==> config.mk <==
export PLATFORM = sky130hd
export DESIGN_NAME = ps2_port_top
export DESIGN_NICKNAME = d
export VERILOG_FILES = /design/src/ps2_line_pkg.sv /design/src/ps2_host_pkg.sv /design/src/ps2_line_sampler.sv /design/src/ps2_host.sv /design/src/ps2_rx_queue.sv /design/src/ps2_port_top.sv
export SDC_FILE = /design/constraint.sdc
export NUM_CORES = 1
export LEC_CHECK = 0
export ABC_AREA = 1
export BUFFER_PORTS_ARGS = -buffer_cell sky130_fd_sc_hd__buf_2
export CORE_MARGIN = 2
export CORE_UTILIZATION = 50
export CTS_CLUSTER_DIAMETER = 120
export DETAILED_ROUTE_END_ITERATION = 12
export GPL_TIMING_DRIVEN = 0
export PLACE_DENSITY = 0.68
export SLEW_MARGIN = 20
export SYNTH_ARGS = -nofsm -noshare
export SYNTH_HDL_FRONTEND = slang
export SYNTH_HIERARCHICAL = 1
export SYNTH_SLANG_ARGS = --single-unit
==> constraint.sdc <==
create_clock -name clk -period 6.1 [get_ports clk]
set_input_delay 1.22 -clock clk [delete_from_list [all_inputs] [get_ports clk]]
set_output_delay 1.22 -clock clk [all_outputs]
set_load 0.1 [all_outputs]
==> src/ps2_line_pkg.sv <==
// PS/2 line protocol definitions
// inhibit timing, frame state encoding and the sampled-line bundle

package ps2_line_pkg;

    // system clock and the 100 us clock inhibit before a host transmit
    localparam int CLK_HZ = 10_000_000;
    localparam int INHIBIT_CYCLES = (CLK_HZ / 1_000_000) * 100;
    localparam int INHIBIT_W = $clog2(INHIBIT_CYCLES + 1);

    typedef enum logic [3:0] {
        state_idle,
        // device to host
        state_rx,
        state_rx_parity,
        state_stop,
        // host to device
        state_inhibit,
        state_tx_start,
        state_tx,
        state_tx_parity,
        state_tx_stop,
        state_tx_ack
    } frame_state_t;

    // synchronized line levels plus the strobe the host samples on
    typedef struct packed {
        logic clk_level;
        logic dat_level;
        logic clk_fall;
    } line_sample_t;

endpackage

==> src/ps2_host_pkg.sv <==
// host-side PS/2 data definitions
// data byte, receive queue entry and queue sizing

package ps2_host_pkg;

    typedef logic [7:0] ps2_byte_t;

    // one received frame as seen by the host
    typedef struct packed {
        ps2_byte_t data;
        logic      parity_error;
    } rx_entry_t;

    // receive queue sizing, depth must stay a power of two
    localparam int RX_DEPTH = 4;
    localparam int RX_PTR_W = $clog2(RX_DEPTH);

endpackage

==> src/ps2_line_sampler.sv <==
// PS/2 line sampler
// synchronizes clock and data, strobes on falling clock edges

`timescale 1ns/1ps

module ps2_line_sampler (
    input  logic                       clk,
    input  logic                       reset,
    input  logic                       ps2_clk_in,
    input  logic                       ps2_dat_in,
    output ps2_line_pkg::line_sample_t line
);

    logic [1:0] clk_sync;
    logic [1:0] dat_sync;
    logic       clk_prev;

    // all flops start at the idle line level so reset gives no edge
    always_ff @(posedge clk or posedge reset) begin
        if (reset) begin
            clk_sync <= 2'b11;
            dat_sync <= 2'b11;
            clk_prev <= 1'b1;
        end else begin
            clk_sync <= {clk_sync[0], ps2_clk_in};
            dat_sync <= {dat_sync[0], ps2_dat_in};
            clk_prev <= clk_sync[1];
        end
    end

    assign line = '{clk_level: clk_sync[1],
                    dat_level: dat_sync[1],
                    clk_fall:  clk_prev & ~clk_sync[1]};

endmodule

==> src/ps2_host.sv <==
// PS/2 host frame engine
// receives device frames with odd parity check, sends command bytes
// after a clock inhibit and start bit

`timescale 1ns/1ps

module ps2_host (
    input  logic                       clk,
    input  logic                       reset,
    input  ps2_line_pkg::line_sample_t line,
    input  logic                       start_tx,
    input  ps2_host_pkg::ps2_byte_t    tx_data,
    output ps2_host_pkg::rx_entry_t    rx_entry,
    output logic                       rx_valid,
    output logic                       tx_busy,
    output logic                       tx_complete,
    output logic                       ps2_clk_out,
    output logic                       ps2_dat_out
);

    ps2_line_pkg::frame_state_t         state;
    ps2_line_pkg::frame_state_t         next_state;
    logic [ps2_line_pkg::INHIBIT_W-1:0] inhibit_count;
    logic [2:0]                         bit_pos;
    ps2_host_pkg::ps2_byte_t            rx_shift;
    ps2_host_pkg::ps2_byte_t            tx_reg;
    logic                               parity_error;
    logic                               dat_reg;
    logic                               sample;
    logic                               last_bit;

    // the host samples and shifts on the device's falling clock edge
    assign sample   = line.clk_fall;
    assign last_bit = bit_pos == 3'd7;

    always_comb begin
        next_state = state;
        case (state)
            ps2_line_pkg::state_idle: begin
                // low data on a clock fall is the start bit
                if (sample && !line.dat_level)
                    next_state = ps2_line_pkg::state_rx;
            end
            ps2_line_pkg::state_rx: begin
                if (sample && last_bit)
                    next_state = ps2_line_pkg::state_rx_parity;
            end
            ps2_line_pkg::state_rx_parity: begin
                if (sample)
                    next_state = ps2_line_pkg::state_stop;
            end
            ps2_line_pkg::state_stop: begin
                if (sample)
                    next_state = ps2_line_pkg::state_idle;
            end
            ps2_line_pkg::state_inhibit: begin
                if (~|inhibit_count)
                    next_state = ps2_line_pkg::state_tx_start;
            end
            ps2_line_pkg::state_tx_start: begin
                next_state = ps2_line_pkg::state_tx;
            end
            ps2_line_pkg::state_tx: begin
                if (sample && last_bit)
                    next_state = ps2_line_pkg::state_tx_parity;
            end
            ps2_line_pkg::state_tx_parity: begin
                if (sample)
                    next_state = ps2_line_pkg::state_tx_stop;
            end
            ps2_line_pkg::state_tx_stop: begin
                if (sample)
                    next_state = ps2_line_pkg::state_tx_ack;
            end
            ps2_line_pkg::state_tx_ack: begin
                if (sample)
                    next_state = ps2_line_pkg::state_idle;
            end
            default: begin
                next_state = ps2_line_pkg::state_idle;
            end
        endcase

        // a send request wins over anything in flight, receive included
        if (start_tx)
            next_state = ps2_line_pkg::state_inhibit;
    end

    always_ff @(posedge clk or posedge reset) begin
        if (reset)
            state <= ps2_line_pkg::state_idle;
        else
            state <= next_state;
    end

    // counts down while the clock line is held low
    always_ff @(posedge clk or posedge reset) begin
        if (reset)
            inhibit_count <= ps2_line_pkg::INHIBIT_CYCLES[ps2_line_pkg::INHIBIT_W-1:0];
        else if (state == ps2_line_pkg::state_inhibit && !start_tx)
            inhibit_count <= inhibit_count - 1'b1;
        else
            inhibit_count <= ps2_line_pkg::INHIBIT_CYCLES[ps2_line_pkg::INHIBIT_W-1:0];
    end

    always_ff @(posedge clk or posedge reset) begin
        if (reset)
            bit_pos <= 3'd0;
        else if (state == ps2_line_pkg::state_rx || state == ps2_line_pkg::state_tx) begin
            if (sample)
                bit_pos <= bit_pos + 3'd1;
        end else
            bit_pos <= 3'd0;
    end

    // LSB arrives first
    always_ff @(posedge clk) begin
        if (state == ps2_line_pkg::state_rx && sample)
            rx_shift <= {line.dat_level, rx_shift[7:1]};
    end

    // odd parity over data and parity bit
    always_ff @(posedge clk or posedge reset) begin
        if (reset)
            parity_error <= 1'b0;
        else if (state == ps2_line_pkg::state_idle)
            parity_error <= 1'b0;
        else if (state == ps2_line_pkg::state_rx_parity && sample)
            parity_error <= ~^{rx_shift, line.dat_level};
    end

    always_ff @(posedge clk) begin
        if (start_tx)
            tx_reg <= tx_data;
    end

    // start bit goes out as the clock is released, later bits on each fall
    always_ff @(posedge clk or posedge reset) begin
        if (reset)
            dat_reg <= 1'b1;
        else if (next_state == ps2_line_pkg::state_tx_start)
            dat_reg <= 1'b0;
        else if (state == ps2_line_pkg::state_idle || state == ps2_line_pkg::state_inhibit)
            dat_reg <= 1'b1;
        else if (sample) begin
            case (state)
                ps2_line_pkg::state_tx:        dat_reg <= tx_reg[bit_pos];
                ps2_line_pkg::state_tx_parity: dat_reg <= ~^tx_reg;
                ps2_line_pkg::state_tx_stop:   dat_reg <= 1'b1;
                default:                       dat_reg <= dat_reg;
            endcase
        end
    end

    always_ff @(posedge clk or posedge reset) begin
        if (reset)
            tx_busy <= 1'b0;
        else if (start_tx)
            tx_busy <= 1'b1;
        else if (state == ps2_line_pkg::state_idle)
            tx_busy <= 1'b0;
    end

    assign rx_valid    = state == ps2_line_pkg::state_stop && sample;
    assign tx_complete = state == ps2_line_pkg::state_tx_ack && sample;
    assign rx_entry    = '{data: rx_shift, parity_error: parity_error};

    // a low output pulls the pin down
    assign ps2_clk_out = state != ps2_line_pkg::state_inhibit;
    assign ps2_dat_out = dat_reg;

endmodule

==> src/ps2_rx_queue.sv <==
// receive queue for PS/2 frames
// show-ahead circular buffer with sticky overflow

`timescale 1ns/1ps

module ps2_rx_queue (
    input  logic                    clk,
    input  logic                    reset,
    input  logic                    wr_valid,
    input  ps2_host_pkg::rx_entry_t wr_entry,
    input  logic                    rx_pop,
    output ps2_host_pkg::rx_entry_t rx_entry,
    output logic                    rx_empty,
    output logic                    overflow
);

    ps2_host_pkg::rx_entry_t             mem [ps2_host_pkg::RX_DEPTH];
    logic [ps2_host_pkg::RX_PTR_W-1:0]   wr_ptr;
    logic [ps2_host_pkg::RX_PTR_W-1:0]   rd_ptr;
    logic [ps2_host_pkg::RX_PTR_W:0]     count;
    logic                                full;
    logic                                do_write;
    logic                                do_pop;

    assign full     = count == ps2_host_pkg::RX_DEPTH[ps2_host_pkg::RX_PTR_W:0];
    assign rx_empty = count == '0;
    assign do_write = wr_valid && !full;
    assign do_pop   = rx_pop && !rx_empty;

    // head is always presented
    assign rx_entry = mem[rd_ptr];

    always_ff @(posedge clk) begin
        if (do_write)
            mem[wr_ptr] <= wr_entry;
    end

    // pointers wrap on their own since the depth is a power of two
    always_ff @(posedge clk or posedge reset) begin
        if (reset) begin
            wr_ptr <= '0;
            rd_ptr <= '0;
            count  <= '0;
        end else begin
            if (do_write)
                wr_ptr <= wr_ptr + 1'b1;
            if (do_pop)
                rd_ptr <= rd_ptr + 1'b1;
            case ({do_write, do_pop})
                2'b10:   count <= count + 1'b1;
                2'b01:   count <= count - 1'b1;
                default: count <= count;
            endcase
        end
    end

    // a byte arriving while full is lost, remember it until reset
    always_ff @(posedge clk or posedge reset) begin
        if (reset)
            overflow <= 1'b0;
        else if (wr_valid && full)
            overflow <= 1'b1;
    end

endmodule

==> src/ps2_port_top.sv <==
// PS/2 host port top level
// line sampler, frame engine and receive queue

`timescale 1ns/1ps

module ps2_port_top (
    input  logic                    clk,
    input  logic                    reset,
    input  logic                    rx_pop,
    input  logic                    start_tx,
    input  ps2_host_pkg::ps2_byte_t tx_data,
    output ps2_host_pkg::rx_entry_t rx_entry,
    output logic                    rx_empty,
    output logic                    overflow,
    output logic                    tx_busy,
    output logic                    tx_complete,
    input  logic                    ps2_clk_in,
    input  logic                    ps2_dat_in,
    output logic                    ps2_clk_out,
    output logic                    ps2_dat_out
);

    ps2_line_pkg::line_sample_t line;
    ps2_host_pkg::rx_entry_t    host_entry;
    logic                       host_rx_valid;

    ps2_line_sampler u_sampler (
        .clk        (clk),
        .reset      (reset),
        .ps2_clk_in (ps2_clk_in),
        .ps2_dat_in (ps2_dat_in),
        .line       (line)
    );

    ps2_host u_host (
        .clk         (clk),
        .reset       (reset),
        .line        (line),
        .start_tx    (start_tx),
        .tx_data     (tx_data),
        .rx_entry    (host_entry),
        .rx_valid    (host_rx_valid),
        .tx_busy     (tx_busy),
        .tx_complete (tx_complete),
        .ps2_clk_out (ps2_clk_out),
        .ps2_dat_out (ps2_dat_out)
    );

    // every received frame goes to the queue, even when it is full
    ps2_rx_queue u_queue (
        .clk      (clk),
        .reset    (reset),
        .wr_valid (host_rx_valid),
        .wr_entry (host_entry),
        .rx_pop   (rx_pop),
        .rx_entry (rx_entry),
        .rx_empty (rx_empty),
        .overflow (overflow)
    );

endmodule

# Word-level counts from Yosys, hierarchy flattened
# Memory sizes are Yosys's and may differ from the RTL's.
# Index checks and enable logic that the tools add are counted.
# word_totals
memories	1
ff_bits	49
in_bits	14
mem_bits_rw	36
output_inout_bits	15
elab_cells	95
# classes
muxes	26
n_addsub	6
bitwise_logic	2
eq_ne	16
n_reduce_logical	28
order_cmp	1
# memory_table
name	words	word_bits	read_ports	rd_clocked_by_memory_dff	write_ports	line	rtl
u_queue.mem	4	9	1	0	1	ps2_rx_queue.sv:17	ps2_host_pkg::rx_entry_t mem [ps2_host_pkg::RX_DEPTH];
# ops
op	n
two-way mux 4 bit	9
case mux 4 bit (9 select lines)	1
== test 4 x 3 -> 1 bit (second input constant)	5
logical AND 1 bit	10
two-way mux 1 bit	10
two-way mux 10 bit	1
OR reduction 10 bit	1
subtractor 10 x 1 -> 10 bit (second input constant)	1
XNOR reduction 9 bit	1
== test 4 x 2 -> 1 bit (second input constant)	2
== test 4 bit (second input constant)	2
XNOR reduction 8 bit	1
adder 3 x 1 -> 3 bit (second input constant)	2
== test 3 bit (second input constant)	2
two-way mux 3 bit	2
case mux 3 bit (2 select lines)	1
nonzero test 2 bit	3
nonzero test 5 bit	1
adder 2 x 1 -> 2 bit (second input constant)	2
== test 4 x 1 -> 1 bit (second input constant)	1
zero test 1 bit	4
zero test 4 bit	1
less-than comparator 3 x 4 -> 1 bit (second input constant)	1
!= test 4 x 3 -> 1 bit (second input constant)	1
13 further kinds	14

# Longest topological paths before layout
# depth
ltp_word	9
depth_mapped	14
mapped_depth_nobuf	13

# Cells and area by module
# Netlist, hierarchy kept.
# by_module_without_submodules
module	cells_each	instances	seq_area_each_um2	area_per_inst_um2
ps2_host	255	1	989.7	2029.4
ps2_rx_queue	168	1	1281.2	1921.8
ps2_line_sampler	10	1	131.4	160.2

# Worst setup path after synthesis
# No wires, ideal clock.
# synth_path
path_type	reg2out
startpoint	register u_sampler.clk_prev
endpoint	output port tx_complete
required_time_ns	4.880
setup_slack_ns	2.867
stages_incl_launch_ff	5
t_arrival_ns	2.013
path_buffers	0
cell_sequence	dfstp_2 > inv_1 > nor2_2 > inv_1 > nor2_1
# synth_lines
element	line	rtl
start, declared	ps2_line_sampler.sv:16	logic clk_prev;
start signal, assigned	ps2_line_sampler.sv:27	clk_prev <= clk_sync[1];
end, declared	ps2_port_top.sv:16	output logic tx_complete,

==> flow_summary.ini <==
[setup_path]
cpMaxStageDelayCell = dfstp_2
crit_chain = inv_1 > nor2_2 > inv_1 > nor2_1 > buf_2
cp_max_fo = 7
cp.buffers_inverters = 3
cp.arrival_ns = 1.78
rr_startpoint = u_sampler/clk_prev
crit_path_frequent_cell = inv_1
cp_top_family = buffers and inverters
worstPathRequired_ns = 4.88
cp-startpoint = u_sampler/clk_prev
startpoint_type = register
r2r_slack_ns = 3.64
worstSetupEndpointType = output pin
critical_path_class = reg2out
slowest_delay_ns = 0.52

[detailed_routing]
avgRoutedWirePerCell_um = 12.3
dr_total_vias = 2830
viasPerCell = 4.87
totalWireLength_um = 7150
dr.pass1.iters = 4
drc_errors = 0
ant_nets = 0
first_iter_violations = 113

[timing]
fin_skew_ns = 0.0139
worstMarginPinSlew_ns = 0.912
hold_viol_final = 0
setup_viol = 0
rsz0062_at_grt = no
fin_crit_sh = 0.492
min_period_ns = 3.00
finalSetupTns_ns = 0
fmax_ghz = 0.333
drv_slew = 0
slew_headroom = 0.390

[cts]
cts-hold-fix-buffers = 0
htreeDepth = 3
clk_pin_slew_worst_paths_ns = 0.08
cts_buffers = 9
clock_sinks = 85
clock-root-buffer = clkbuf_8
post_cts_resized = 0
cts_tree = done
post_cts_buffers = 0
clock_latency_ns = 0.35
cts_buffer_depth = 2

[cells_and_area]
top_register = u_queue/mem
final_common_cell = nand2_1
layout-drive-gt1-share = 0.181
fin_nets = 494
final_cell_mix = nand2_1, inv_1, edfxtp_1
diodes = 0
reg_top3 = u_queue/mem: 36 flops, u_host/inhibit_count: 10 flops
largest_reg_flops = 36
synthToLayoutAreaGrowth_pct = 11.2
final_cell_area_um2 = 4560

[worst_hold_path]
hold_path.class = reg2reg
min_from = u_sampler/dat_sync[0]

[grt]
grt_pass1_vias = 2674
grt_usage = 0.174
grt_max_degree = 21
antenna_found_initial = 0
grt_pass1_wl_um = 12000
grt-ovfl-total = 0

[die]
dieArea_um2 = 8950
initial_core_util = 0.507
fp.dieH_um = 94.6
pin_count = 29
rows = 33
core_um2 = 8090
die_width_um = 94.6

[logic_synthesis]
synth_area_um2 = 4100
synth.avg_cell_area_um2 = 9.50
ys.warnings.count = 6
synthCells = 432
synth_nets = 455

[placement]
port_buffers = 28
dp_hpwl_um = 5180
postPlaceCellArea_um2 = 4380
place.gp.congestion = 0.818

[pwr]
ir_drop_uv = 160
p_per_area_nw_per_um2 = 367
p_sw_uw = 750
switching_share = 0.448
power.internal_uw = 923
p_comb_frac = 0.384
clockPowerShare = 0.223
power.share.sequential = 0.393
p_leak_nw = 2.11

[run]
maxCapViolCount = 0

[run_status]
status = complete, no violations
## cell type report
| cell class | instances | area (µm²) |
|---|---|---|
| clock inverter | 7 | 62.6 |
| sequential | 85 | 2400 |
| multi-input combinational | 263 | 1350 |
| buffer | 9 | 73.8 |
| fill | 746 | 3530 |
| timing repair buffer | 28 | 140 |
| clock buffer | 9 | 124 |
| tap | 105 | 131 |
| inverter | 75 | 282 |
## final timing paths
check / endpoint / cells after the start
hold / removal: u_sampler/dat_sync[1] / 0
setup / recovery: tx_complete / 5
setup reg to reg: u_queue/mem[0][0] / 6
min in group asynchronous: u_queue/overflow / 2
max in group asynchronous: u_host/inhibit_count[2] / 2
hold reg to reg: u_sampler/dat_sync[1] / 0
## power by group through the flow
stage	clock network [mW]	logic [mW]	registers (mW)
floorplan	0	0.543	0.664
global placement	0	0.636	0.667
detailed placement	0	0.648	0.668
CTS	0.384	0.648	0.656
global route	0.406	0.696	0.660
finish	0.373	0.643	0.656
## per-layer routing
layer | share of wire | track usage | vias to the layer above
met1 | 0.47 | 0.216 | 1302
met2 | 0.49 | 0.305 | 42
li1 | - | - | 1474
met5 | 0 | 0 | -
met4 | 0.015 | 0.0628 | 0
met3 | 0.027 | 0.0319 | 12
## metrics by stage
step           total power [mW]  hold slack [ns]   util  std cells  worst slack [ns]
2_1_floorplan              1.21            0.345      -        432              2.87
3_3_place_gp               1.30            0.345  0.541        565              3.50
3_5_place_dp               1.32            0.347  0.541        565              3.49
4_1_cts                    1.69            0.360  0.564        581              3.09
5_1_grt                    1.76            0.362  0.564        581              3.00
6_report                   1.67            0.359  0.564        581              3.10
Note: power is estimated with default switching activity, not from simulation.
